[config.mk]
export PLATFORM = sky130hd
export DESIGN_NAME = i2c_scl_gen
export DESIGN_NICKNAME = d
export VERILOG_FILES = /design/src/hw/i2c_pkg.sv /design/src/hw/i2c_scl_gen.sv
export VERILOG_INCLUDE_DIRS = /design/src /design/src/hw
export SDC_FILE = /design/constraint.sdc
export NUM_CORES = 1
export LEC_CHECK = 0
export BUFFER_PORTS_ARGS = -buffer_cell sky130_fd_sc_hd__buf_4
export CORE_AREA = 2 2 39 41
export CTS_BUF_LIST = sky130_fd_sc_hd__clkbuf_8 sky130_fd_sc_hd__clkbuf_16
export DETAILED_ROUTE_END_ITERATION = 8
export DIE_AREA = 0 0 41 43
export SYNTH_ARGS = -nofsm -noshare
export SYNTH_HDL_FRONTEND = slang
export SYNTH_SLANG_ARGS = --single-unit
[constraint.sdc]
create_clock -name clk -period 2.3 [get_ports clk]
set_clock_uncertainty 0.1 [all_clocks]
set_input_delay 0.115 -clock clk [delete_from_list [all_inputs] [get_ports clk]]
set_output_delay 0.115 -clock clk [all_outputs]
set_load 0.005 [all_outputs]
[src/hw/i2c_consts.svh]
// queue depth and bit timing macros, included by the i2c rtl and its testbench
`ifndef I2C_CONSTS_SVH
`define I2C_CONSTS_SVH

// command queue entries, any power of two from 2 up
`define I2C_QUEUE_DEPTH 4

// queue pointer width, index bits plus one wrap bit
`define I2C_PTR_W ($clog2(`I2C_QUEUE_DEPTH) + 1)

// clk cycles per quarter scl period
// one scl bit takes four quarters, 16 clk by default
`define I2C_QUARTER_CYCLES 4

`endif

[src/hw/i2c_pkg.sv]
// shared command, result and state types for the i2c command queue master
package i2c_pkg;

    // command opcode, value doubles as the r/w bit on the bus
    typedef enum logic {
        op_write = 1'b0,
        op_read  = 1'b1
    } i2c_op_e;

    // one queued command, 16 bits
    typedef struct packed {
        i2c_op_e    op;
        logic [6:0] addr;   // 7-bit target address
        logic [7:0] data;   // byte to send, unused on reads
    } i2c_cmd_t;

    // master transaction states
    typedef enum logic [2:0] {
        st_idle     = 3'd0,
        st_start    = 3'd1,
        st_addr     = 3'd2,
        st_ack_addr = 3'd3,
        st_data     = 3'd4,
        st_ack_data = 3'd5,
        st_stop     = 3'd6
    } i2c_state_e;

    // per transaction result, valid with done
    typedef struct packed {
        logic [7:0] rx_data;    // received byte on reads
        logic       ack_error;  // target did not acknowledge
    } i2c_result_t;

endpackage

[src/hw/i2c_scl_gen.sv]
// bit timing for the i2c master fsm with four phase ticks per scl period while scl_run is high
`include "i2c_consts.svh"

module i2c_scl_gen
    import i2c_pkg::*;
(
    input  logic       clk,
    input  logic       reset_n,
    input  logic       scl_run,
    output logic       phase_tick,
    output logic [1:0] phase
);
    localparam int cnt_w = (`I2C_QUARTER_CYCLES > 1) ? $clog2(`I2C_QUARTER_CYCLES) : 1;
    localparam logic [cnt_w-1:0] reload = cnt_w'(`I2C_QUARTER_CYCLES - 1);

    logic [cnt_w-1:0] cnt;

    // tick ends each quarter and phase tells which one
    assign phase_tick = scl_run && (cnt == '0);

    always_ff @(posedge clk or negedge reset_n) begin
        if (!reset_n) begin
            cnt   <= reload;
            phase <= 2'd0;
        end else if (!scl_run) begin
            // held so a new transaction starts on phase 0
            cnt   <= reload;
            phase <= 2'd0;
        end else if (cnt == '0) begin
            cnt   <= reload;
            phase <= phase + 2'd1;  // wraps 3 -> 0
        end else begin
            cnt <= cnt - 1'b1;
        end
    end

endmodule

Yosys cells after proc, flatten, opt, wreduce, memory -nomap -nowiden
Cells that the tools add are included.

cells by class
  add/sub/neg operators = 2
  eq/ne operators = 1
  muxes and demuxes = 4
  reduce and logical (&&, ||, !) cells = 2

operators by type and width
  operator               number
  $mux W2                4
  $add A2 B1 Y2 const B  1
  $logic_not A2 Y1       1
  $ne A2 B1 Y1 const B   1
  $sub A2 B1 Y2 const B  1
  $logic_and A1 B1 Y1    1

storage, ports and cells
  register bits after elaboration = 4
  input port bits = 3
  output and inout bits = 3
  word-level logic and storage cells = 11

Longest topological paths before layout
  depth after elaboration = 3
  gate-level depth with buffers = 4
  gate-level depth less buffers = 4

Worst setup path after synthesis
Ideal clock, no wire load.

  path type = register -> register
  start = reg cnt[0]
  end = reg phase[0]
  setup time = 0.119 ns
  data arrival time = 1.032 ns
  required time = 2.081 ns
  slack = 1.049 ns
  stages on the path, launching flop included = 5
  buffers on the path = 0
  period minus slack after synthesis = 1.251 ns
  cell sequence = dfstp_2 > inv_1 > ha_1 > xor2_1 > and2_1

on the way
  word-level cells in the longest chain between the ends = 2

RTL lines
  item                           RTL line           source
  start: declaration             i2c_scl_gen.sv:16  logic [cnt_w-1:0] cnt;
  start signal: assignment       i2c_scl_gen.sv:23  cnt <= reload;
  start signal: assignment       i2c_scl_gen.sv:27  cnt <= reload;
  start signal: assignment       i2c_scl_gen.sv:30  cnt <= reload;
  $logic_not A2 Y1               i2c_scl_gen.sv:29  end else if (cnt == '0) begin
  $ne A2 B1 Y1 (no source line)  n/a
  end signal: assignment         i2c_scl_gen.sv:31  phase <= phase + 2'd1;
  end: declaration               i2c_scl_gen.sv:11  output logic [1:0] phase

Every way passes these cells.
A chain may end at the register's enable or synchronous reset.

Final worst setup path
  start = reg cnt[0]
  end = out phase_tick

on the way
  word-level cells in the longest chain between the ends = 2

RTL lines
  item                 RTL line           source
  $logic_not A2 Y1     i2c_scl_gen.sv:19  assign phase_tick = scl_run && (cnt == '0);
  $logic_and A1 B1 Y1  i2c_scl_gen.sv:19
  end: declaration     i2c_scl_gen.sv:10  output logic phase_tick,

Every way passes these cells.

==> impl_metrics.py <==
metrics = {
    "clocking": {
        "cts_hold_buf": 2,
        "clk_latency_ns": 0.21,
        "post_cts_buffers": 0,
        "cts-resized-gates": 0,
        "clkSinkCount": 4,
        "htree_num_levels": 1,
        "cts.path.max_buffers": 2,
        "root_buffer": "clkbuf_8",
        "cts_tree": "built",
        "clkTransAtPathRegs_ns": 0.03,
        "cts_buffers": 3,
    },
    "flow_run": {
        "drv_cap": 0,
    },
    "timing": {
        "fin_setup_tns_ns": 0,
        "setup_viol_count_final": 0,
        "whs_ns": 0.129,
        "max_freq_mhz": 652,
        "hold_viol_final": 0,
        "max_slew_margin_pct": 90.6,
        "fin_crit_ns": 1.53,
        "drv_slew": 0,
        "rsz0062_at_grt": "no",
        "tightest_slew_ns": 0.137,
        "period_share_pct": 66.7,
    },
    "synth": {
        "netlist_top_cells_area": "dfstp_2, dfrtp_1, ha_1",
        "syn-cell-area_sq_um": 180,
        "syn_area_per_cell_sq_um": 11.3,
        "synth_top_area_share_pct": 29.2,
        "ys_seq_elements": 4,
        "synth_top_area_cell": "dfstp_2",
        "ys_seq_area_share_pct": 56.9,
        "syn-num-nets": 20,
        "ys.warnings.count": 0,
        "synth_cells": 16,
        "yosysUniqueCellTypes": 11,
    },
    "routing": {
        "drtIter0Drc": 0,
        "top_layer": "met4",
        "wl_um": 305,
        "ant_nets": 0,
        "num_vias": 142,
        "wl_met1_um": 123,
        "drc": 0,
        "viasPerCell": 3.30,
        "firstDrtPassIters": 1,
        "wl_per_cell_um": 7.09,
        "dr_wl_met3_um": 26,
        "dr_wl_met2_um": 149,
    },
    "finish": {
        "final_common_cell": "buf_4",
        "fin_area_sq_um": 303,
        "area_delta_synth_final_pct": 68.1,
        "drive_gt1_share_pct": 40.7,
        "fin_nets": 32,
        "fill_cells": 158,
        "antenna_cells": 0,
        "utilization_pct": 21.9,
        "final_cell_mix": "buf_4, inv_1, nand2_1, clkbuf_8",
    },
    "global_routing": {
        "grt.overflow.total": 0,
        "grt_max_degree": 7,
        "grt_pass1_vias": 135,
        "grt_first_pass_wirelength_um": 489,
        "antenna_found_initial": 0,
        "grtUsageTotal_pct": 4.95,
    },
    "setup_path": {
        "critPathSlowestCell": "dfstp_2",
        "required_ns": 2.09,
        "end_kind": "primary output",
        "arrival_ns": 1.32,
        "crit_type": "flip-flop to primary output",
        "critPathCapture": "phase_tick",
        "rr_endpoint": "phase[0]$_DFFE_PN0P_",
        "crit_path_max_incr_delay_ns": 0.52,
        "crit_path_start": "cnt[0]$_DFF_PN1_",
        "crit_chain": "inv_1 > ha_1 > and2_2 > buf_4",
        "reg2reg_from": "cnt[0]$_DFF_PN1_",
        "worstSetupStartpointType": "flip-flop",
        "reg2reg_depth": 4,
        "reg2reg_slack_ns": 1.00,
        "crit_fanout": 4,
    },
    "status": {
        "outcome": "completed",
    },
    "floorplan": {
        "rows": 14,
        "dieArea_sq_mm": 0.00176,
        "core_area_sq_mm": 0.00138,
        "start_util_pct": 13.0,
        "die_h_um": 43,
        "die-width_um": 41,
        "io_pins": 6,
    },
    "min_path": {
        "hp-class": "input port to async pin",
    },
    "power": {
        "total_power_w": 0.000255,
        "p_leak_nw": 0.169,
        "pwr_density_cell_mw_per_mm2": 841,
        "ir_drop_uv": 218,
    },
    "place": {
        "gp_congestion": 0.510,
        "hpwl_um": 227,
        "placed_area_sq_um": 238,
        "place.port_buffers": 5,
    },
}
## flip-flops by register name, summed over array words and instances (netlist names)
name / cells
phase: 2
cnt: 2
## synthesized netlist by cell type, drive strengths merged
library cell / n
nand3b: 1
xor2: 1
nand2b: 1
and2: 2
dfrtp: 2
dfstp: 2
inv: 2
nand2: 3
ha: 1
mux2i: 1
## where the power goes
| part | internal, W | total, W | leakage [nW] | switching [W] |
|---|---|---|---|---|
| clock network | 0.000114 | 0.000150 | 0.0269 | 0.0000359 |
| logic | 0.0000132 | 0.0000229 | 0.0930 | 0.00000969 |
| registers | 0.0000795 | 0.0000821 | 0.0488 | 0.00000260 |
## critical path: cells and delay by family (launching register included)
| kind | cells | cell delay [ns] |
|---|---|---|
| simple gates | 1 | 0.20 |
| flops | 1 | 0.52 |
| fa+ha+maj | 1 | 0.23 |
| buf+inv | 2 | 0.17 |
## area by class of cell
| type | instances | area (sq um) | share of cell area (%) |
|---|---|---|---|
| Multi-Input combinational cell | 10 | 70.1 | 23.1 |
| Clock buffer | 3 | 41.3 | 13.6 |
| Tap cell | 16 | 20.0 | 6.61 |
| Sequential cell | 4 | 103 | 33.9 |
| Timing Repair Buffer | 7 | 57.6 | 19.0 |
| Clock inverter | 1 | 3.75 | 1.24 |
| Inverter | 2 | 7.51 | 2.48 |
## through the flow
step	worst slack, ns	cells
floorplan	1.05	16
finish	0.766	43
global placement	0.997	37
detailed placement	0.984	37
global route	0.695	43
CTS	0.754	43
## worst min-delay path by stage
stage | start | slack (ns) | endpoint
3_3_place_gp | reset_n | -0.19 | phase[0]$_DFFE_PN0P_
5_1_grt | reset_n | 0.16 | phase[0]$_DFFE_PN0P_
2_1_floorplan | reset_n | -0.28 | phase[0]$_DFFE_PN0P_
6_report | reset_n | 0.13 | phase[1]$_DFFE_PN0P_
3_5_place_dp | reset_n | -0.19 | phase[1]$_DFFE_PN0P_
4_1_cts | reset_n | 0.13 | phase[1]$_DFFE_PN0P_
## kinds of logic after synthesis
group | count (synthesis) | share of synthesized area, %
simple gates | 7 | 21.5
flops | 4 | 56.9
buf+inv | 2 | 4.17
xor+xnor | 1 | 4.86
mux | 1 | 5.56
fa+ha+maj | 1 | 6.94
## metal layers
metal | vias to the layer above | global-route usage, %
met2 | 4 | 5.00
met1 | 65 | 4.93
li1 | 71 | -
met4 | 0 | 8.00
met5 | - | 0
met3 | 2 | 3.14
(Power assumes the default switching activity.)
