==> config.mk <==
export PLATFORM = sky130hd
export DESIGN_NAME = i2c_cmd_fifo
export DESIGN_NICKNAME = d
export VERILOG_FILES = /design/src/hw/i2c_pkg.sv /design/src/hw/i2c_cmd_fifo.sv
export VERILOG_INCLUDE_DIRS = /design/src /design/src/hw
export SDC_FILE = /design/constraint.sdc
export NUM_CORES = 1
export LEC_CHECK = 0
export ABC_CLOCK_PERIOD_IN_PS = 4960
export BUFFER_PORTS_ARGS = -buffer_cell sky130_fd_sc_hd__buf_2
export CORE_ASPECT_RATIO = 1.2
export CORE_UTILIZATION = 40
export DETAILED_ROUTE_END_ITERATION = 12
export PLACE_DENSITY = 0.62
export SLEW_MARGIN = 10
export SYNTH_ARGS = -nofsm -noshare
export SYNTH_HDL_FRONTEND = slang
export SYNTH_SLANG_ARGS = --single-unit
==> constraint.sdc <==
create_clock -name clk -period 4.96 [get_ports clk]
set_input_delay 0.496 -clock clk [delete_from_list [all_inputs] [get_ports clk]]
set_output_delay 0.496 -clock clk [all_outputs]
set_load 0.05 [all_outputs]
==> src/hw/i2c_consts.svh <==
// queue depth and bit timing macros, included by the i2c rtl and its testbench
`ifndef I2C_CONSTS_SVH
`define I2C_CONSTS_SVH

// command queue entries, any power of two from 2 up
`define I2C_QUEUE_DEPTH 4

// queue pointer width, index bits plus one wrap bit
`define I2C_PTR_W ($clog2(`I2C_QUEUE_DEPTH) + 1)

// clk cycles per quarter scl period
// one scl bit takes four quarters, 16 clk by default
`define I2C_QUARTER_CYCLES 4

`endif

==> src/hw/i2c_pkg.sv <==
// shared command, result and state types for the i2c command queue master
package i2c_pkg;

    // command opcode, value doubles as the r/w bit on the bus
    typedef enum logic {
        op_write = 1'b0,
        op_read  = 1'b1
    } i2c_op_e;

    // one queued command, 16 bits
    typedef struct packed {
        i2c_op_e    op;
        logic [6:0] addr;   // 7-bit target address
        logic [7:0] data;   // byte to send, unused on reads
    } i2c_cmd_t;

    // master transaction states
    typedef enum logic [2:0] {
        st_idle     = 3'd0,
        st_start    = 3'd1,
        st_addr     = 3'd2,
        st_ack_addr = 3'd3,
        st_data     = 3'd4,
        st_ack_data = 3'd5,
        st_stop     = 3'd6
    } i2c_state_e;

    // per transaction result, valid with done
    typedef struct packed {
        logic [7:0] rx_data;    // received byte on reads
        logic       ack_error;  // target did not acknowledge
    } i2c_result_t;

endpackage

==> src/hw/i2c_cmd_fifo.sv <==
// circular command queue between the host and the i2c master, popped by the master
`include "i2c_consts.svh"

module i2c_cmd_fifo
    import i2c_pkg::*;
(
    input  logic     clk,
    input  logic     reset_n,
    input  i2c_cmd_t cmd,
    input  logic     push,
    input  logic     pop,
    output i2c_cmd_t head_cmd,
    output logic     full,
    output logic     empty
);
    localparam int idx_w = `I2C_PTR_W - 1;

    i2c_cmd_t             mem [`I2C_QUEUE_DEPTH];
    logic [`I2C_PTR_W-1:0] wr_ptr;
    logic [`I2C_PTR_W-1:0] rd_ptr;
    logic                 do_push;
    logic                 do_pop;

    // pointers match except for the wrap bit when every slot is taken
    assign full  = (wr_ptr[idx_w] != rd_ptr[idx_w]) &&
                   (wr_ptr[idx_w-1:0] == rd_ptr[idx_w-1:0]);
    assign empty = (wr_ptr == rd_ptr);

    assign do_push = push && !full;     // dropped when full
    assign do_pop  = pop && !empty;

    assign head_cmd = mem[rd_ptr[idx_w-1:0]];

    always_ff @(posedge clk) begin
        if (do_push) begin
            mem[wr_ptr[idx_w-1:0]] <= cmd;
        end
    end

    // push and pop in one cycle both move
    always_ff @(posedge clk or negedge reset_n) begin
        if (!reset_n) begin
            wr_ptr <= '0;
            rd_ptr <= '0;
        end else begin
            if (do_push) begin
                wr_ptr <= wr_ptr + 1'b1;
            end
            if (do_pop) begin
                rd_ptr <= rd_ptr + 1'b1;
            end
        end
    end

endmodule

After elaboration in Yosys (flattened, before gate mapping):

Memory sizes are Yosys's and may differ from the RTL's.
Index checks and enable logic that the tools add are counted.

* add/sub/neg operators: 2
* equality and inequality tests: 3
* reductions and logical operators: 5
* muxes and demuxes: 2

Operators by type and width (number)
* adder 3 x 1 -> 3 bit (second input constant): 2
* equality test 3 bit: 1
* logical AND 1 bit: 3
* equality test 2 bit: 1
* zero test 1 bit: 2
* two-way mux 1 bit: 2
* != test 1 bit: 1

* memories: 1
* RAM bits: 64
* output and inout bits: 18
* bits of input ports: 20
* logic and storage cells: 15
* bits in registers: 6

Memories
* mem: depth 4, bits a word 16, rd ports 1, clocked after memory_dff 0, write ports 1, line i2c_cmd_fifo.sv:18 `` i2c_cmd_t mem [`I2C_QUEUE_DEPTH]; ``

Longest topological paths before layout:

Gate-level depths: netlist (run 1).

* word-level depth: 6
* gate-level depth with buffers: 5
* gate-level depth less buffers: 5

Least setup slack after synthesis (run 1):

No wires, ideal clock.

* kind: register to output
* start: register rd_ptr[0]
* end: output head_cmd[10] in the netlist's numbering
* data arrival time: 1.390 ns
* setup slack: 3.074 ns
* cell stages (with the launch flop): 4
* buffers on the path: 2
* data required time: 4.464 ns
* path through: dfrtp_1 buf_6 buf_4 mux4_2

RTL lines
* from (decl): line i2c_cmd_fifo.sv:20 `` logic [`I2C_PTR_W-1:0] rd_ptr; ``
* from (signal assigned): line i2c_cmd_fifo.sv:50 `rd_ptr <= rd_ptr + 1'b1;`
* to (decl): line i2c_cmd_fifo.sv:12 `output i2c_cmd_t head_cmd,`

Final worst setup path (run 1):

* start: register rd_ptr[1]
* end: memory mem[2][11] in the netlist's numbering (enable)

* word-level cells in the longest chain between the ends: 6

RTL lines
* equality test 2 bit: line i2c_cmd_fifo.sv:26 `(wr_ptr[idx_w-1:0] == rd_ptr[idx_w-1:0]);`
* logical AND 1 bit: line i2c_cmd_fifo.sv:25 `assign full = (wr_ptr[idx_w] != rd_ptr[idx_w]) &&`
* zero test 1 bit: line i2c_cmd_fifo.sv:29 `assign do_push = push && !full;`
* logical AND 1 bit: line i2c_cmd_fifo.sv:29
* two-way mux 1 bit: line i2c_cmd_fifo.sv:35 `if (do_push) begin`
* two-way mux 1 bit (implied by the code): line i2c_cmd_fifo.sv:36 `mem[wr_ptr[idx_w-1:0]] <= cmd;`
* to (decl): line i2c_cmd_fifo.sv:18

No other way between the ends.

==> results.cfg, run 1 <==
[status]
status = completed

[worst_setup_path]
crit_arrival_ns = 2.59
critPathMaxFanout = 21
path_cells = xnor2_2 > a31oi_2 > and2_1
endpoint_kind = flop
cp_slowest_cell = dfrtp_1
max_stage_delay_ns = 0.95
startpoint_type = flop
required_ns = 4.92
criticalPathCategory = reg -> reg

[global_routing]
antenna_found_initial = 0
grt_overflow_total = 0
grt_pass1_wl_um = 7010
grt_pass1_vias = 1387
grt_busiest_layer = met2
grtUsageMet3_pct = 4.66
grtUsageMet1_pct = 15.8
grt_max_degree = 22
grt_use_met2_pct = 22.5
track_usage_pct = 13.5

[route]
avgRoutedWirePerCell_um = 16.4
drtPass1Iterations = 4
vias = 1344
drt_iter0_drc = 112
drt_wl_total_um = 4470
via_per_inst = 4.94
final_antenna_net_count = 0
drc = 0

[cts]
cts.clk_slew.worst_paths_ns = 0.07
clock-sinks = 70
h-tree-depth = 3
cts_resized = 0
postCtsHoldBufs = 1
cts_buffers = 9
clockBufferDepth = 2
cts_setup_buffers = 0
cts-root-buf = clkbuf_8
clk_latency_ns = 0.33
cts_tree = built

[place]
portBuffers = 37
place_congestion = 0.625
dpl.hpwl_um = 2820

[synth]
yosysUniqueCellTypes = 27
synth_warnings = 0
syn_avg_cell_area_um2 = 21.0
syn_inst = 135
synthAdderAreaFrac_pct = 2.21
syn_nets = 160
synthMuxAreaShare_pct = 13.3
synth_top_family_by_area = multiplexers
yosys_register_bits = 70
seq_area_frac_synth_pct = 73.2
synth_compound_area_share_pct = 3.14
synthSimpleGateAreaFrac_pct = 3.14
synth-xor-area-share_pct = 2.96
netlist_area_mm2 = 0.00283

[sta]
min_period_ns = 2.63
slew_headroom_pct = 38.7
rsz0062_at_grt = false
tightestPinTransition_ns = 0.920
finalSetupViolations = 0
period_share_pct = 53.0
fin_worst_skew_ns = 0.00612
drv_slew = 0
max_freq_mhz = 380
finalSetupTns_ns = 0
hold_viol_final = 0

[floorplan]
coreArea_mm2 = 0.00685
die_area_mm2 = 0.00742
pin_count = 38
die_w_um = 78.8
fp.dieH_um = 94.1
initial_core_util_pct = 41.3
rows = 33

[finish]
n_fill_cell = 607
diodes = 0
nets = 205
final_layout_size_suffix_gt1_share_pct = 37.3
syn2layout_area_growth_pct = 18.0

[hold_path]
min-delay-path-class = in -> reg

[run]
cap_violations = 0
worst max-delay path, delay by kind of cell, from the launching register on:
kind | cells | cell delay, ns
and+or+nand+nor | 1 | 0.69
AOI/OAI and AO/OA | 1 | 0.32
xor gates and xnor gates | 1 | 0.29
DFF | 1 | 0.95
logic make-up (layout without fill, tap and decap cells):
| group | Yosys count | in the layout |
|---|---|---|
| AOI/OAI and AO/OA | 11 | 11 |
| xor gates and xnor gates | 7 | 7 |
| adders and majority gates | 5 | 5 |
| buffers and inverters | 10 | 60 |
| DFF | 70 | 70 |
| muxes | 16 | 16 |
| and+or+nand+nor | 16 | 16 |
flip-flops by register name, summed over array words and instances (netlist names):
name / count
wr_ptr: 3
rd_ptr: 3
mem: 64
cells in the mapped netlist:
cell type	count	area share, %
and2_1	4	0.88
inv_1	5	0.66
o21ai_0	2	0.35
mux4_2	12	9.5
dfrtp_1	6	5.3
xnor2_1	2	0.62
nor2_1	2	0.27
a31oi_2	1	0.44
nor3b_1	1	0.27
xor2_1	2	0.62
buf_4	1	0.27
a21oi_1	2	0.35
mux4_1	4	3.7
nand3_1	3	0.53
a31oi_1	2	0.44
a21o_1	3	0.80
and3_1	2	0.44
nand2b_1	2	0.44
buf_2	2	0.35
nand2_1	1	0.13
a31oi_4	1	0.75
edfxtp_1	64	68
nor3_1	1	0.18
ha_1	5	2.2
buf_6	2	0.80
xnor2_2	2	1.1
xor2_2	1	0.57
layer usage:
layer	wire length, um	vias to the layer above
li1	-	636
met1	1910	661
met2	2280	41
met3	250	6
met4	33	0
met5	0	-
layout make-up:
class / count / area [um2] / area share [%]
Multi-Input combinational cell: 55 / 699 / 20.9
Sequential cell: 70 / 2070 / 62.0
Clock inverter: 6 / 110 / 3.30
Timing Repair Buffer: 39 / 203 / 6.07
Inverter: 5 / 18.8 / 0.562
Tap cell: 87 / 109 / 3.26
Clock buffer: 10 / 128 / 3.82
layout by cell type (no fill, tap or decap), types with 3 or more instances in the layout:
| cell | instances |
|---|---|
| and2_1 | 4 |
| dfrtp_1 | 6 |
| edfxtp_1 | 64 |
| nand3_1 | 3 |
| inv_1 | 5 |
| clkbuf_8 | 9 |
| a21o_1 | 3 |
| buf_2 | 37 |
| mux4_1 | 4 |
| mux4_2 | 12 |
| bufinv_16 | 3 |
| ha_1 | 5 |
path summary, 6_finish.rpt:
kind | startpoint | to | slack (ns) | cells past startpoint
worst max-delay path | rd_ptr[1]$_DFFE_PN0P_ | mem[2][11]$_DFFE_PP_ | 2.33 | 3
worst min-delay path | cmd[0] | mem[3][0]$_DFFE_PP_ | 0.38 | 1
worst min register to register | wr_ptr[2]$_DFFE_PN0P_ | wr_ptr[2]$_DFFE_PN0P_ | 0.59 | 1
max in group asynchronous | reset_n | rd_ptr[0]$_DFFE_PN0P_ | 4.31 | 2
worst max register to register | rd_ptr[1]$_DFFE_PN0P_ | mem[2][11]$_DFFE_PP_ | 2.33 | 3
min in group asynchronous | reset_n | rd_ptr[2]$_DFFE_PN0P_ | 0.51 | 2
through the flow:
stage | std cells | area (um2) | hold slack [ns] | utilization (%) | setup slack (ns)
global placement | 255 | 3090 | 0.328 | 45.1 | 2.35
global route | 272 | 3340 | 0.361 | 48.7 | 2.11
CTS | 272 | 3340 | 0.361 | 48.7 | 2.27
floorplan | 135 | 2830 | 0.200 | - | 3.07
detailed placement | 255 | 3090 | 0.330 | 45.1 | 2.28
finish | 272 | 3340 | 0.377 | 48.7 | 2.33
Power of run 1 is not shown: default switching activity piles up to over one toggle a cycle in this logic, so the estimate is an artifact.
==> run 2, diff against run 1 <==
- ABC_CLOCK_PERIOD_IN_PS: 4960 -> 2700
- clock period: 4.96 -> 2.7 ns (I/O delays scaled with it)
==> run 2 against run 1 <==
Net effect:
- global-route usage grew 0.87 points
- non-clock buffer count grew 4
- worst hold slack lost 0.24 ns
- final area shrank 0.79%
==> results.cfg, run 2 (synthesis results as in run 1) <==
[route]
drt_iter0_drc = 93
via_per_inst = 4.94
avgRoutedWirePerCell_um = 17.0
vias = 1363
final_antenna_net_count = 0
drt_wl_total_um = 4700
drc = 0
drtPass1Iterations = 2

[worst_setup_path]
endpoint_kind = output pin
criticalPathCategory = reg -> out
critPathMaxFanout = 18
startpoint_type = flop
ff2ff_path_depth = 4
crit_arrival_ns = 1.93
required_ns = 2.43

[place]
dpl.hpwl_um = 3200
portBuffers = 37
place_congestion = 0.665

[power]
seqPwrFrac_pct = 37.5
pwr-share-clk_pct = 18.7
swShare_pct = 40.8
pwr-share-comb_pct = 43.7
ir_drop_uv = 769
power.leakage_nw = 1.21
fin_total_pwr_mw = 4.14
powerDensity_mw_per_mm2 = 1250
p_int_mw = 2.45
switching_power_mw = 1.69

[sta]
worst_hold_slack_ns = 0.141
finalSetupTns_ns = 0
hold_viol_final = 0
tightestPinTransition_ns = 0.713
max_freq_mhz = 456
period_share_pct = 81.3
slew_headroom_pct = 52.5
drv_slew = 0
min_period_ns = 2.20
fin_worst_skew_ns = 0.00772
finalSetupViolations = 0
rsz0062_at_grt = false

[floorplan]
rows = 33
initial_core_util_pct = 41.3
die_area_mm2 = 0.00742
coreArea_mm2 = 0.00685
die_w_um = 78.8
pin_count = 38
fp.dieH_um = 94.1

[finish]
final_common_cell = edfxtp_1
n_fill_cell = 593
syn2layout_area_growth_pct = 17.1
final_layout_size_suffix_gt1_share_pct = 37.6
multi_input_comb_area_um2 = 699
final_cell_mix = edfxtp_1, buf_2, mux4_2, clkbuf_8, dfrtp_1
nets = 209
area.sequential_mm2 = 0.00207
diodes = 0
largest_register_ffs = 64

[cts]
cts.clk_slew.worst_paths_ns = 0.07
clk_latency_ns = 0.34
cts-root-buf = clkbuf_8
h-tree-depth = 3
cts_resized = 0
cts_tree = built
cts_setup_buffers = 0
clockBufferDepth = 2
postCtsHoldBufs = 1
cts_buffers = 9
clock-sinks = 70

[status]
status = completed

[global_routing]
grt_overflow_total = 0
grt_pass1_vias = 1472
track_usage_pct = 14.4
grt_max_degree = 21
antenna_found_initial = 0
grt_pass1_wl_um = 7480

[run]
cap_violations = 0

[hold_path]
min-delay-path-class = in -> reg
hold_depth = 1
run 2: cell types whose count changed in the layout (fill, tap and decap cells not counted), sizes merged:
cell	previous run	this run
clkbuf	10	11
clkinv	2	3
buf	38	42
bufinv	3	1
run 2: power by group through the flow:
stage | Clock, mW | Combinational (mW) | Sequential (mW)
global placement | 0 | 1.80 | 1.57
finish | 0.776 | 1.81 | 1.55
CTS | 0.800 | 1.84 | 1.56
global route | 0.834 | 1.93 | 1.58
floorplan | 0 | 1.51 | 1.55
detailed placement | 0 | 1.83 | 1.58
run 2: area by class of cell:
class                      instances  share of cell area [%]
sequential                        70                    62.5
multi-input combinational         55                    21.1
timing repair buffer              43                    7.02
clock buffer                      11                    3.97
tap                               87                    3.29
clock inverter                     5                    1.51
inverter                           5                   0.566
run 2: final timing paths:
| path | slack, ns | end | start |
|---|---|---|---|
| setup / recovery | 0.50 | head_cmd[1] | rd_ptr[0]$_DFFE_PN0P_ |
| hold / removal | 0.14 | mem[0][12]$_DFFE_PP_ | cmd[12] |
| setup reg to reg | 0.75 | mem[2][14]$_DFFE_PP_ | wr_ptr[0]$_DFFE_PN0P_ |
| hold reg to reg | 0.58 | wr_ptr[2]$_DFFE_PN0P_ | wr_ptr[2]$_DFFE_PN0P_ |
| max in group asynchronous | 2.26 | wr_ptr[0]$_DFFE_PN0P_ | reset_n |
| min in group asynchronous | 0.29 | rd_ptr[0]$_DFFE_PN0P_ | reset_n |
run 2: metal layers:
| layer | up-vias | global-route usage, % | share of wire (%) |
|---|---|---|---|
| met2 | 31 | 23.3 | 51 |
| met3 | 10 | 4.47 | 4.3 |
| met1 | 683 | 17.0 | 43 |
| li1 | 639 | - | - |
| met4 | 0 | 7.87 | 1.9 |
| met5 | - | 0 | 0 |
run 2: critical path: stages, from the launching register on:
cell     delay, ns
dfrtp_1       0.40
buf_4         0.35
mux4_1        0.60
buf_2         0.23
run 2: stage by stage:
stage,worst slack (ns),std cells,cell area [um2],util (%)
final,0.505,276,3310,48.3
after floorplan,0.943,135,2830,-
after CTS,0.452,276,3310,48.3
after global routing,0.399,276,3310,48.3
after global placement,0.822,259,3120,45.5
after detailed placement,0.742,259,3120,45.5
No activity file was read; power rests on OpenSTA's default activity.
