--- src/hw/i2c_consts.svh ---
// queue depth and bit timing macros, included by the i2c rtl and its testbench
`ifndef I2C_CONSTS_SVH
`define I2C_CONSTS_SVH

// command queue entries, any power of two from 2 up
`define I2C_QUEUE_DEPTH 4

// queue pointer width, index bits plus one wrap bit
`define I2C_PTR_W ($clog2(`I2C_QUEUE_DEPTH) + 1)

// clk cycles per quarter scl period
// one scl bit takes four quarters, 16 clk by default
`define I2C_QUARTER_CYCLES 4

`endif

--- src/hw/i2c_pkg.sv ---
// shared command, result and state types for the i2c command queue master
package i2c_pkg;

    // command opcode, value doubles as the r/w bit on the bus
    typedef enum logic {
        op_write = 1'b0,
        op_read  = 1'b1
    } i2c_op_e;

    // one queued command, 16 bits
    typedef struct packed {
        i2c_op_e    op;
        logic [6:0] addr;   // 7-bit target address
        logic [7:0] data;   // byte to send, unused on reads
    } i2c_cmd_t;

    // master transaction states
    typedef enum logic [2:0] {
        st_idle     = 3'd0,
        st_start    = 3'd1,
        st_addr     = 3'd2,
        st_ack_addr = 3'd3,
        st_data     = 3'd4,
        st_ack_data = 3'd5,
        st_stop     = 3'd6
    } i2c_state_e;

    // per transaction result, valid with done
    typedef struct packed {
        logic [7:0] rx_data;    // received byte on reads
        logic       ack_error;  // target did not acknowledge
    } i2c_result_t;

endpackage

--- src/hw/i2c_master_fsm.sv ---
// i2c single byte transaction engine, pops one queued command and runs start to stop
module i2c_master_fsm
    import i2c_pkg::*;
(
    input  logic        clk,
    input  logic        reset_n,
    input  i2c_cmd_t    head_cmd,
    input  logic        empty,
    output logic        pop,
    output logic        scl_run,
    input  logic        phase_tick,
    input  logic [1:0]  phase,
    input  logic        scl_in,
    input  logic        sda_in,
    output logic        scl_oe,
    output logic        sda_oe,
    output i2c_result_t result,
    output logic        done
);
    i2c_state_e state;
    i2c_op_e    op_q;
    logic [7:0] data_q;
    logic [8:0] shreg;      // bit 8 goes out first, samples enter at bit 0
    logic [2:0] bit_cnt;
    logic       ack_err;

    logic       tick_drive;
    logic       tick_rise;
    logic       tick_sample;
    logic       tick_fall;
    logic       bus_bit;

    // take the head entry straight from idle
    assign pop     = (state == st_idle) && !empty;
    assign scl_run = (state != st_idle);

    assign tick_drive  = phase_tick && (phase == 2'd0);    // set sda, scl low
    assign tick_rise   = phase_tick && (phase == 2'd1);    // release scl
    assign tick_sample = phase_tick && (phase == 2'd2);    // scl high
    assign tick_fall   = phase_tick && (phase == 2'd3);    // pull scl low

    // a sample taken with scl still low reads as 1, so a dead bus gives a nack
    assign bus_bit = sda_in | ~scl_in;

    // command and shift data
    always_ff @(posedge clk) begin
        if (pop) begin
            op_q   <= head_cmd.op;
            data_q <= head_cmd.data;
            shreg  <= {head_cmd.addr, head_cmd.op == op_read, 1'b1};
        end else if (state == st_ack_addr && tick_fall) begin
            // all ones keeps sda released while the target sends
            shreg <= (op_q == op_read) ? 9'h1ff : {data_q, 1'b1};
        end else if ((state == st_addr || state == st_data) && tick_sample) begin
            shreg <= {shreg[7:0], bus_bit};
        end
    end

    always_ff @(posedge clk or negedge reset_n) begin
        if (!reset_n) begin
            state   <= st_idle;
            bit_cnt <= 3'd0;
            ack_err <= 1'b0;
            scl_oe  <= 1'b0;
            sda_oe  <= 1'b0;
            done    <= 1'b0;
            result  <= '0;
        end else begin
            done <= 1'b0;
            case (state)
                st_idle: begin
                    if (pop) begin
                        ack_err <= 1'b0;
                        state   <= st_start;
                    end
                end

                st_start: begin
                    if (tick_sample) begin
                        sda_oe <= 1'b1;     // sda falls with scl high
                    end
                    if (tick_fall) begin
                        scl_oe  <= 1'b1;
                        bit_cnt <= 3'd0;
                        state   <= st_addr;
                    end
                end

                st_addr, st_data: begin
                    if (tick_drive) begin
                        sda_oe <= ~shreg[8];
                    end
                    if (tick_rise) begin
                        scl_oe <= 1'b0;
                    end
                    if (tick_fall) begin
                        scl_oe  <= 1'b1;
                        bit_cnt <= bit_cnt + 3'd1;
                        if (bit_cnt == 3'd7) begin
                            state <= (state == st_addr) ? st_ack_addr : st_ack_data;
                        end
                    end
                end

                st_ack_addr: begin
                    if (tick_drive) begin
                        sda_oe <= 1'b0;     // target drives the ack
                    end
                    if (tick_rise) begin
                        scl_oe <= 1'b0;
                    end
                    if (tick_sample) begin
                        ack_err <= bus_bit;
                    end
                    if (tick_fall) begin
                        scl_oe <= 1'b1;
                        // no ack on the address, skip the data byte
                        state  <= ack_err ? st_stop : st_data;
                    end
                end

                st_ack_data: begin
                    // released sda is the ack slot on writes and our nack on reads
                    if (tick_drive) begin
                        sda_oe <= 1'b0;
                    end
                    if (tick_rise) begin
                        scl_oe <= 1'b0;
                    end
                    if (tick_sample && op_q == op_write) begin
                        ack_err <= bus_bit;
                    end
                    if (tick_fall) begin
                        scl_oe <= 1'b1;
                        state  <= st_stop;
                    end
                end

                st_stop: begin
                    if (tick_drive) begin
                        sda_oe <= 1'b1;     // sda low under scl low
                    end
                    if (tick_rise) begin
                        scl_oe <= 1'b0;
                    end
                    if (tick_sample) begin
                        sda_oe <= 1'b0;     // sda rises with scl high
                    end
                    if (tick_fall) begin
                        // scl stays released, bus idle
                        done             <= 1'b1;
                        result.rx_data   <= (op_q == op_read) ? shreg[7:0] : 8'h00;
                        result.ack_error <= ack_err;
                        state            <= st_idle;
                    end
                end

                default: begin
                    scl_oe <= 1'b0;
                    sda_oe <= 1'b0;
                    state  <= st_idle;
                end
            endcase
        end
    end

endmodule

--- config.mk ---
export PLATFORM = sky130hd
export DESIGN_NAME = i2c_master_fsm
export DESIGN_NICKNAME = d
export VERILOG_FILES = /design/src/hw/i2c_consts.svh /design/src/hw/i2c_pkg.sv /design/src/hw/i2c_master_fsm.sv
export SDC_FILE = /design/constraint.sdc
export NUM_CORES = 1
export LEC_CHECK = 0
export BUFFER_PORTS_ARGS = -buffer_cell sky130_fd_sc_hd__buf_2
export CORE_MARGIN = 2
export CORE_UTILIZATION = 45
export DETAILED_ROUTE_END_ITERATION = 6
export HOLD_SLACK_MARGIN = 0.1
export PLACE_DENSITY_LB_ADDON = 0.25
export SLEW_MARGIN = 25
export SYNTH_ARGS = -nofsm -noshare
export SYNTH_HDL_FRONTEND = slang
export SYNTH_SLANG_ARGS = --single-unit
--- constraint.sdc ---
create_clock -name clk -period 3.7 [get_ports clk]
set_input_delay 0 -clock clk [delete_from_list [all_inputs] [get_ports clk]]
set_output_delay 0 -clock clk [all_outputs]
set_load 0.005 [all_outputs]
* Yosys cells after proc, flatten, opt, wreduce, memory -nomap -nowiden
Cells that the tools add are included.
W data, S select, Z words.
** Operators by class
- Bitwise operators :: 5
- Reduce and logical (&&, ||, !) cells :: 26
- Muxes and demuxes :: 33
- $add $sub $neg :: 1
- Equal/unequal tests :: 23
** Operators with widths (count)
- $mux W9 :: 4
- $mux W3 :: 9
- $ne A2 B2 Y1 const B :: 11
- $pmux W3 S6 :: 1
- $mux W1 :: 13
- $eq A3 B3 Y1 const B :: 4
- $reduce_bool A3 Y1 :: 3
- $logic_and A1 B1 Y1 :: 8
- $mux W8 :: 1
- $reduce_and A7 Y1 :: 1
- $eq A3 B2 Y1 const B :: 2
- $pmux W3 S2 :: 1
- $pmux W1 S5 :: 1
- $reduce_and A5 Y1 :: 1
- $eq A2 B2 Y1 const B :: 2
- $not A1 Y1 :: 4
- $pmux W1 S4 :: 1
- $reduce_and A2 Y1 :: 2
- $reduce_and A4 Y1 :: 1
- $reduce_bool A2 Y1 :: 2
- $reduce_or A2 Y1 :: 2
- $reduce_or A4 Y1 :: 1
- $add A3 B1 Y3 const B :: 1
- $eq A3 B1 Y1 const B :: 1
- other kinds (11) :: 11
** Storage, ports and cells
- Output and inout bits :: 14
- Register bits after elaboration :: 37
- Input port bits :: 24
- Word-level logic and storage cells :: 100

* Longest topological paths before layout
Gate-level depths: netlist (run 1).
- Depth in word-level cells :: 6
- Gate-level depth with buffers :: 7

* Least setup slack after synthesis (run 1)
Ideal clock, no wire load.
- Path type :: flip-flop to flip-flop
- Start :: reg state[0]
- End :: reg shreg[1], enable pin
- Slack :: 1.984 ns
- Cell stages (with the launch flop) :: 7
- Library setup time :: 0.329 ns
- Path buffers :: 2
- Data required time :: 3.371 ns
- Arrival :: 1.387 ns
- Path through :: dfrtp_1 > buf_6 > or3_1 > buf_6 > nor2_8 > nor2_1 > nand2_1
** On the way
- Longest elaborated chain between the ends :: 4
** Ends and longest elaborated chain
- start: declaration :: line i2c_master_fsm.sv:20 : i2c_state_e state;
- start signal: assignment :: line i2c_master_fsm.sv:61 : state <= st_idle;
- start signal: assignment :: line i2c_master_fsm.sv:74 : state <= st_start;
- start signal: assignment :: line i2c_master_fsm.sv:85 : state <= st_addr;
- $eq A3 B2 Y1 / $eq A3 B3 Y1 (equally long branches) :: line i2c_master_fsm.sv:54 : end else if ((state == st_addr || state == st_data) && tick_sample) begin
- $logic_or A1 B1 Y1 :: line i2c_master_fsm.sv:54
- $logic_and A1 B1 Y1 :: line i2c_master_fsm.sv:54
- $reduce_bool A3 Y1 (no line) (*)
- end signal: assignment :: line i2c_master_fsm.sv:50 : shreg <= {head_cmd.addr, head_cmd.op == op_read, 1'b1};
- end signal: assignment :: line i2c_master_fsm.sv:53 : shreg <= (op_q == op_read) ? 9'h1ff : {data_q, 1'b1};
- end signal: assignment :: line i2c_master_fsm.sv:55 : shreg <= {shreg[7:0], bus_bit};
- end: declaration :: line i2c_master_fsm.sv:23 : logic [8:0] shreg;
Mark *: on every way between the ends. The rest lies on a longest branch, timed or not.
A chain may end at the register's enable or synchronous reset.

* Worst setup path in the final report (run 1)
- Start :: reg state[2]
- End :: reg shreg[3], enable pin
Same word-level chain as after synthesis.

==> flow_results.org, run 1 <==
** Timing
- For the pin with the worst max-slew slack, the measured transition is roughly 0.67 ns.
- Unrepaired setup endpoints after global routing :: false
- In this run the tightest slew margin relative to its limit is a little under three fifths.
- Max Fclk :: 0.453 GHz
- Final Hold Violating Endpoints :: 0
- Period utilisation layout :: 59.7%
- For the final database, setup skew stands at 0.00566 ns.
- The worst path needs ~2.2 ns of the cycle, external delays included.
- Count of final max-slew check failures :: 0
- After routing, the total negative slack on setup checks comes to 0 ns.
- Setup violations remaining at the end of the flow were counted as 0.

** GRT
- Global-route wire length before repair :: 7120 um
- GR Overflow Total :: 0
- Entering global routing, the biggest net connects 28 pins.
- Initial antenna violation count :: 0
- The via count of the first global-routing pass came to approximately 1500.
- In the global route stage, overall resource usage came out at between 10% and 20%.

** CTS
- Buffer levels on the longest clock path :: 2
- TritonCTS built the clock tree.
- Clk_lat worst skew :: about 0.29 ns
- CTS built an H-tree with a depth of 2.
- After clock tree synthesis, the setup repair step added 0 buffers.
- The clock net in this run drives a total of 37 sinks.
- Number of clock buffers inserted by TritonCTS :: 5
- Clk root buf :: clkbuf_8
- Clock-pin slew was measured on the worst setup and hold paths at approximately 0.070 ns.

** Logic synthesis
- In the synthesized netlist the async set-or-reset flop fraction comes to 51.4%.
- The mapped netlist covers between 1500 and 2000 um2.
- Synthesized-area fraction occupied by ao, oa, aoi and oai cells :: between 15 and 20%
- Combinational family with the most area after synthesis :: simple AND/OR/NAND/NOR gates
- After Yosys synthesis, full adders, half adders and majority gates account for 1.88% of the synthesized area.
- Mapped Cells :: ~190
- Number of distinct standard cells referenced by the synthesized netlist :: 49
- Xor-xnor portion of the synthesized cell area :: less than 1%
- Register area share after synthesis :: 52.0%
- Each instance of the synthesized netlist takes up on average 10.2 um2.
- Measured against the total synthesized area, the mux share comes to less than 1%.
- During synthesis, Yosys emitted a total of 0 warnings.
- Number of flops mapped to enable cells by yosys :: 17
- Area share of and/or/nand/nor cells after synthesis :: about a quarter
- Post-synthesis sequential element count :: 37
- Leading register cell type out of synthesis :: dfrtp_1
- Number of nets produced by synthesis :: between 200 and 250

** Power and ir drop
- In this run, the combinational gates consume 28.2% of the power.
- Summed over all nets, the switching power comes to between 0.4 and 0.5 mW.
- The internal power of the cells totals 0.837 mW.
- Clock network fraction of design power :: a little under a quarter
- IR analysis of the VDD net gives a maximum drop of roughly 0.00032 V.
- Sw frac :: between 30% and 40%
- The completed layout was analyzed and its total power is between 1 and 1.5 mW.
- In this run, flip-flops and latches consume about 50% of the power.
- Leak Pwr :: around 1.0 nW
- Pwr/cell area :: approximately 540 nW/um2

** Final layout
- Final cell count without fillers :: 291
- The top cell types in the final layout, fill and taps aside, are 37 x buf_2, 35 x nand2_1, 19 x dfrtp_1, 19 x dlygate4sd3_1, 17 x edfxtp_1.
- Area grow syn2layout :: 23.3%
- Fraction of layout instances using a drive strength above 1 :: roughly a quarter
- At the end of the flow, the number of nets in the layout was between 200 and 300.
- After filler insertion, the fill cell instance count of the layout stands at roughly 350.
- Count of antenna diodes in the layout :: 0
- The library cell used most frequently in the layout, excluding fill and tap cells, is buf_2.

** Job
- Max_cap viols :: 0

** Detailed routing
- Overall via count from detail_route :: roughly 1600
- Number of iterations in the first detailed-routing pass :: 4
- Via density :: approximately 5.4
- In this run the remaining antenna-violating nets after routing total 0.
- After detailed routing, the average wire length per cell comes to between 10 and 15 um.
- For this run, design rule violations remaining after detail routing come to 0.
- Wires add up to between 4000 and 5000 um.
- DRC violation total after the first TritonRoute iteration :: 122

** Setup path
- The worst register-to-register path begins at state[2].
- CP Data Required Time :: 3.66 ns
- Critical path startpoint category :: flop
- Flop-to-flop setup slack :: ~1.5 ns
- Timing startpoint of the critical path :: state[2]
- Of all nets on the critical path, the largest fanout is 27.
- Worst reg-to-reg path cell count :: 4
- Data on the critical path arrives at its endpoint at 2.17 ns.
- Walking the worst path, the cells encountered are or3_1, nor2_8, nor2_1, nand2_1.
- Type of the worst setup path :: reg2reg
- The largest single stage delay on the critical path is around 0.6 ns.
- The largest individual stage delay along the critical path comes from the cell dfrtp_1.
- The worst setup path is captured at a flop.

** Hold path
- Class of the most critical hold timing path :: in2reg
- In this run the most critical hold path is launched from scl_in.
- The worst hold path passes through 3 cells.

** Floorplanning
- Die span in x :: approximately 70 um
- Placeable core area :: ~4100 um2
- Pin placement for this block handled 38 I/O pins.
- DIE HEIGHT :: 69.5 um
- Once the floorplan was initialized, standard cells occupied a little under half of the core.
- The floorplan has 23 rows.
- Total die area :: around 4800 um2

** Status
- Result of the run :: finished clean

** Placement
- Post-detailed-placement half-perimeter wirelength :: about 2800 um
- Global placer's final weighted congestion :: between 0.8 and 0.9
- After detailed placement, the design holds a cell count of approximately 260.
- Buffers placed on the I/O ports in this run total 37.
[Yosys cell counts (2+ instances only)]
cell      number  area share, %
nor2b_1        4            1.3
nor2_1        14            2.7
or3_1          2           0.65
o31ai_1        8            3.1
dfrtp_1       19             25
a22oi_1        2           0.78
nand2_1       35            6.8
nor3_2         8            4.1
clkbuf_1       4           0.78
ha_1           2            1.3
a221o_1        2            1.0
nand3_1       11            2.8
o32ai_1        4            1.8
buf_2          4            1.0
a21oi_1        8            2.1
buf_6          3            1.7
edfxtp_1      17             26
o21ai_0        6            1.6
inv_1          5           0.97
o221ai_1       2           0.91
[routing by layer]
metal | vias to the layer above | track usage (%) | share of wire [%]
li1 | 790 | - | -
met1 | 736 | 26.6 | 47
met2 | 49 | 27.5 | 46
met4 | 0 | 5.66 | 1.4
met3 | 6 | 5.09 | 5.5
met5 | - | 0 | 0
[state kept, by name (all words and copies together), names as in the netlist]
name     cells
ack_err      1
bit_cnt      3
sda_oe       1
scl_oe       1
data_q       8
shreg        9
op_q         1
done         1
result       9
state        3
[worst paths after layout]
check | end
setup / recovery | shreg[3]
hold / removal | shreg[0]
setup reg to reg | shreg[3]
hold reg to reg | result[6]
max in group asynchronous | done
min in group asynchronous | scl_oe
[cell families after synthesis]
family | count (synthesis)
muxes | 1
xor gates and xnor gates | 1
DFF | 37
buffers and inverters | 19
and+or+nand+nor | 86
adders and majority gates | 3
AOI/OAI and AO/OA | 42
[worst max-delay path: cells and delay by family (launching register included)]
kind / cells / cell delay (ns)
and+or+nand+nor: 4 / 1.27
DFF: 1 / 0.61
[power groups by stage]
stage	sequential, mW	clock [mW]	combinational (mW)
4_1_cts	0.632	0.303	0.367
3_3_place_gp	0.637	0	0.346
6_report	0.635	0.295	0.366
5_1_grt	0.649	0.329	0.412
3_5_place_dp	0.640	0	0.352
2_1_floorplan	0.571	0	0.342
[area by class of cell]
type                            instances  area (um2)  share of cell area (%)
Sequential cell                        37        1010                    42.2
Multi-Input combinational cell        133         817                    34.3
Timing Repair Buffer                   56         375                    15.7
Clock buffer                            6        82.6                    3.46
Tap cell                               50        62.6                    2.62
Inverter                                7        26.3                    1.10
Clock inverter                          2        13.8                   0.577
[repair_timing]
action                    CTS  global route
gates resized for setup     0             0
hold endpoints to repair   38             0
hold buffers               19             0
[per-stage QoR]
step           instance area (um2)  hold slack [ns]  setup WS, ns  utilization [%]
2_1_floorplan                 1930           -0.296          1.98                -
3_3_place_gp                  2100          -0.0378          1.56             51.7
3_5_place_dp                  2100          -0.0298          1.49             51.7
4_1_cts                       2380            0.133          1.49             58.7
5_1_grt                       2380            0.158          1.34             58.7
6_report                      2380            0.131          1.49             58.7
Note: power is estimated with default switching activity, not from simulation.
==> run 2: changes to the inputs <==
==> constraint.sdc (replaced) <==
create_clock -name clk -period 2.16 [get_ports clk]
set_input_delay 0 -clock clk [delete_from_list [all_inputs] [get_ports clk]]
set_output_delay 0 -clock clk [all_outputs]
set_load 0.005 [all_outputs]
==> run 2 against run 1 <==
  * Sequential power is 57% higher
  * Core utilization is 1.8 points higher
  * First-iteration DRC count down 43%
  * Design area rose by 3.1%
  * Power up 83%
  * Count of clock-buffer cells in the layout decreased by 1
  * Register-to-register slack worse by 1.1 ns
  * Highest routed layer unchanged
==> flow_results.org, run 2 (synthesis gave the netlist of run 1 again) <==
** CTS
- CTS placed an instance of clkbuf_8 at the clock tree root.
- The clock reaches the later pin of the worst-skew pair after about 0.29 ns.
- Buffer levels on the longest clock path :: 2
- Clock slew seen by the registers of the worst setup and hold paths :: ~0.080 ns
- TritonCTS created 5 clock buffers.
- Clock H-tree levels :: 2
- TritonCTS sink count :: 37
- TritonCTS built the clock tree.

** GRT
- Maximum number of pins on one net before global-route repair :: 27
- The initial antenna violation count was 0.
- Global-route wire length before repair :: 6910 um
- GR Overflow Total :: 0
- Number of global-route vias before repair :: ~1500
- Overall track demand over capacity in global routing :: between 10% and 20%

** Power and ir drop
- In this run, the combinational gates consume 32.9% of the power.
- Clock network fraction of design power :: roughly 25%
- The share of total power dissipated in sequential elements is a little over two fifths.
- Of the total power, the share spent switching nets is roughly a third.
- The analysis attributes to net switching a power of between 0.8 and 0.9 mW.
- Worst ir drop on vdd :: 0.000528 V
- For this design the ratio of total power to cell area is 964 nW/um2.
- Summed over all cells, the static leakage comes to roughly 1.1 nW.
- Int Pwr :: 1.57 mW

** Final layout
- At the end of the flow, the number of nets in the layout was between 200 and 300.
- Most frequent cells in the layout :: 37 x buf_2, 35 x nand2_1, 19 x dfrtp_1, 19 x dlygate4sd3_1, 17 x edfxtp_1
- Final cell count without fillers :: approximately 300
- Leaving out fill and tap cells, the most frequent cell in the layout is buf_2.
- Area grow syn2layout :: 27.1%
- Cells fill about three fifths of the core in the end.
- Cells with a size suffix above 1 make up about a quarter of the layout.
- In the final layout, the registers with the most flip-flops are result (9), shreg (9), data_q (8).
- The repair_antennas step left the layout with diodes totalling 0.

** Setup path
- Critical path startpoint category :: flop
- Of all nets on the critical path, the largest fanout is 26.
- Data arrives at the worst endpoint at around 1.9 ns.
- In this run the register-to-register setup slack is around 0.38 ns.
- Capturing element type of the critical path :: primary output
- The worst setup path is of the reg2out kind.
- STA puts the critical path data required time at ~2.2 ns.

** Floorplanning
- Total die area :: slightly below 5000 um2
- Die span in x :: 69.5 um
- Placeable core area :: between 4000 and 5000 um2
- For this configuration, the core starts out at a cell density of 47.6%.
- DIE HEIGHT :: between 60 and 70 um
- Number of I/O pins :: 38
- Number of placement rows :: 23

** Timing
- At the pin with the least slew margin, the transition time is 0.454 ns.
- Dividing the final minimum period by the clock period gives a little under nine tenths.
- Count of final max-slew check failures :: 0
- Final Hold Violating Endpoints :: 0
- Counting I/O delays and the setup requirement, the final critical path takes between 1.5 and 2 ns.
- Setup violations remaining at the end of the flow were counted as 0.
- Setup tns final :: 0 ns
- Setup repair after global routing left no endpoint under its margin.
- Final setup skew :: 0.00961 ns
- Max Fclk :: 0.542 GHz
- The worst pin sits at a relative slew slack of 69.7%.

** Placement
- Placed Cells incl. Taps :: 272
- In this run the tool buffered the top-level ports with 37 buffer cells.
- Post-detailed-placement half-perimeter wirelength :: 2910 um
- Global placer's final weighted congestion :: approximately 0.8

** Detailed routing
- Dividing the detail-routed via count by the number of cells gives 5.36.
- The first TritonRoute pass finished after 4 iterations.
- Once detail routing completed, the nets flagged for antenna violations numbered 0.
- DRC violation total after the first TritonRoute iteration :: 70
- Dividing the detail-routed wire length by the instance count gives 13.7 um.
- Total Wirelength :: a little over 4000 um
- Overall via count from detail_route :: between 1500 and 2000
- Remaining design rule violation count :: 0

** Hold path
- In this run the worst hold path is classified as in2reg.

** Job
- Across the run, the number of max-cap violations was 0.

** Status
- Result of the run :: finished clean
run 2: cell count changes in the layout (fill, tap and decap cells not counted), sizes merged:
cell / previous run / this run
buf: 37 / 45
bufinv: 0 / 1
clkbuf: 6 / 5
clkinv: 3 / 2
clkinvlp: 0 / 1
run 2: per-stage QoR:
stage                     instance area [um2]  total power [mW]  setup WS, ns  hold WS, ns
final                                    2460              2.37         0.315        0.139
after global routing                     2460              2.52         0.222        0.180
after CTS                                2460              2.38         0.327        0.136
after detailed placement                 2160              1.77         0.410      -0.0325
after global placement                   2160              1.76         0.449      -0.0292
after floorplan                          1930              1.56         0.444       -0.296
run 2: area by class of cell:
cell class	count	area, um2
Fill cell	341	1600
Sequential cell	37	1010
Multi-Input combinational cell	133	817
Timing Repair Buffer	64	435
Clock buffer	5	68.8
Tap cell	50	62.6
Clock inverter	3	41.3
Inverter	7	26.3
run 2: path summary, 6_finish.rpt:
path / start / to / depth (start not counted)
max: state[1] / pop / 4
max in group asynchronous: reset_n / done / 2
min reg2reg: result[7] / result[7] / 2
max reg2reg: state[1] / shreg[3] / 4
min in group asynchronous: reset_n / scl_oe / 2
min: empty / shreg[0] / 4
run 2: layer usage:
metal  track usage, %  wire (um)  vias up
met5                0          0        -
met4             5.88         55        0
met3             4.94        312        6
met2             27.9       1870       65
met1             25.5       1870      724
li1                 -          -      809
run 2: power groups by stage:
stage,Combinational [mW],Clock [mW],Sequential (mW)
detailed placement,0.749,0,1.02
floorplan,0.585,0,0.978
finish,0.779,0.586,1.00
CTS,0.777,0.597,1.00
global placement,0.742,0,1.01
global route,0.872,0.626,1.02
run 2: timing repair:
action / CTS / global route
setup buffers: 0 / 0
endpoints found under the hold margin: 38 / 0
hold buffers: 19 / 0
gates resized for setup: 0 / 0
run 2: critical path, stage by stage (launching register included):
cell and delay [ns]:
dfrtp_1 0.44, or3_1 0.53, nor2_8 0.12, buf_4 0.28
buf_2 0.17
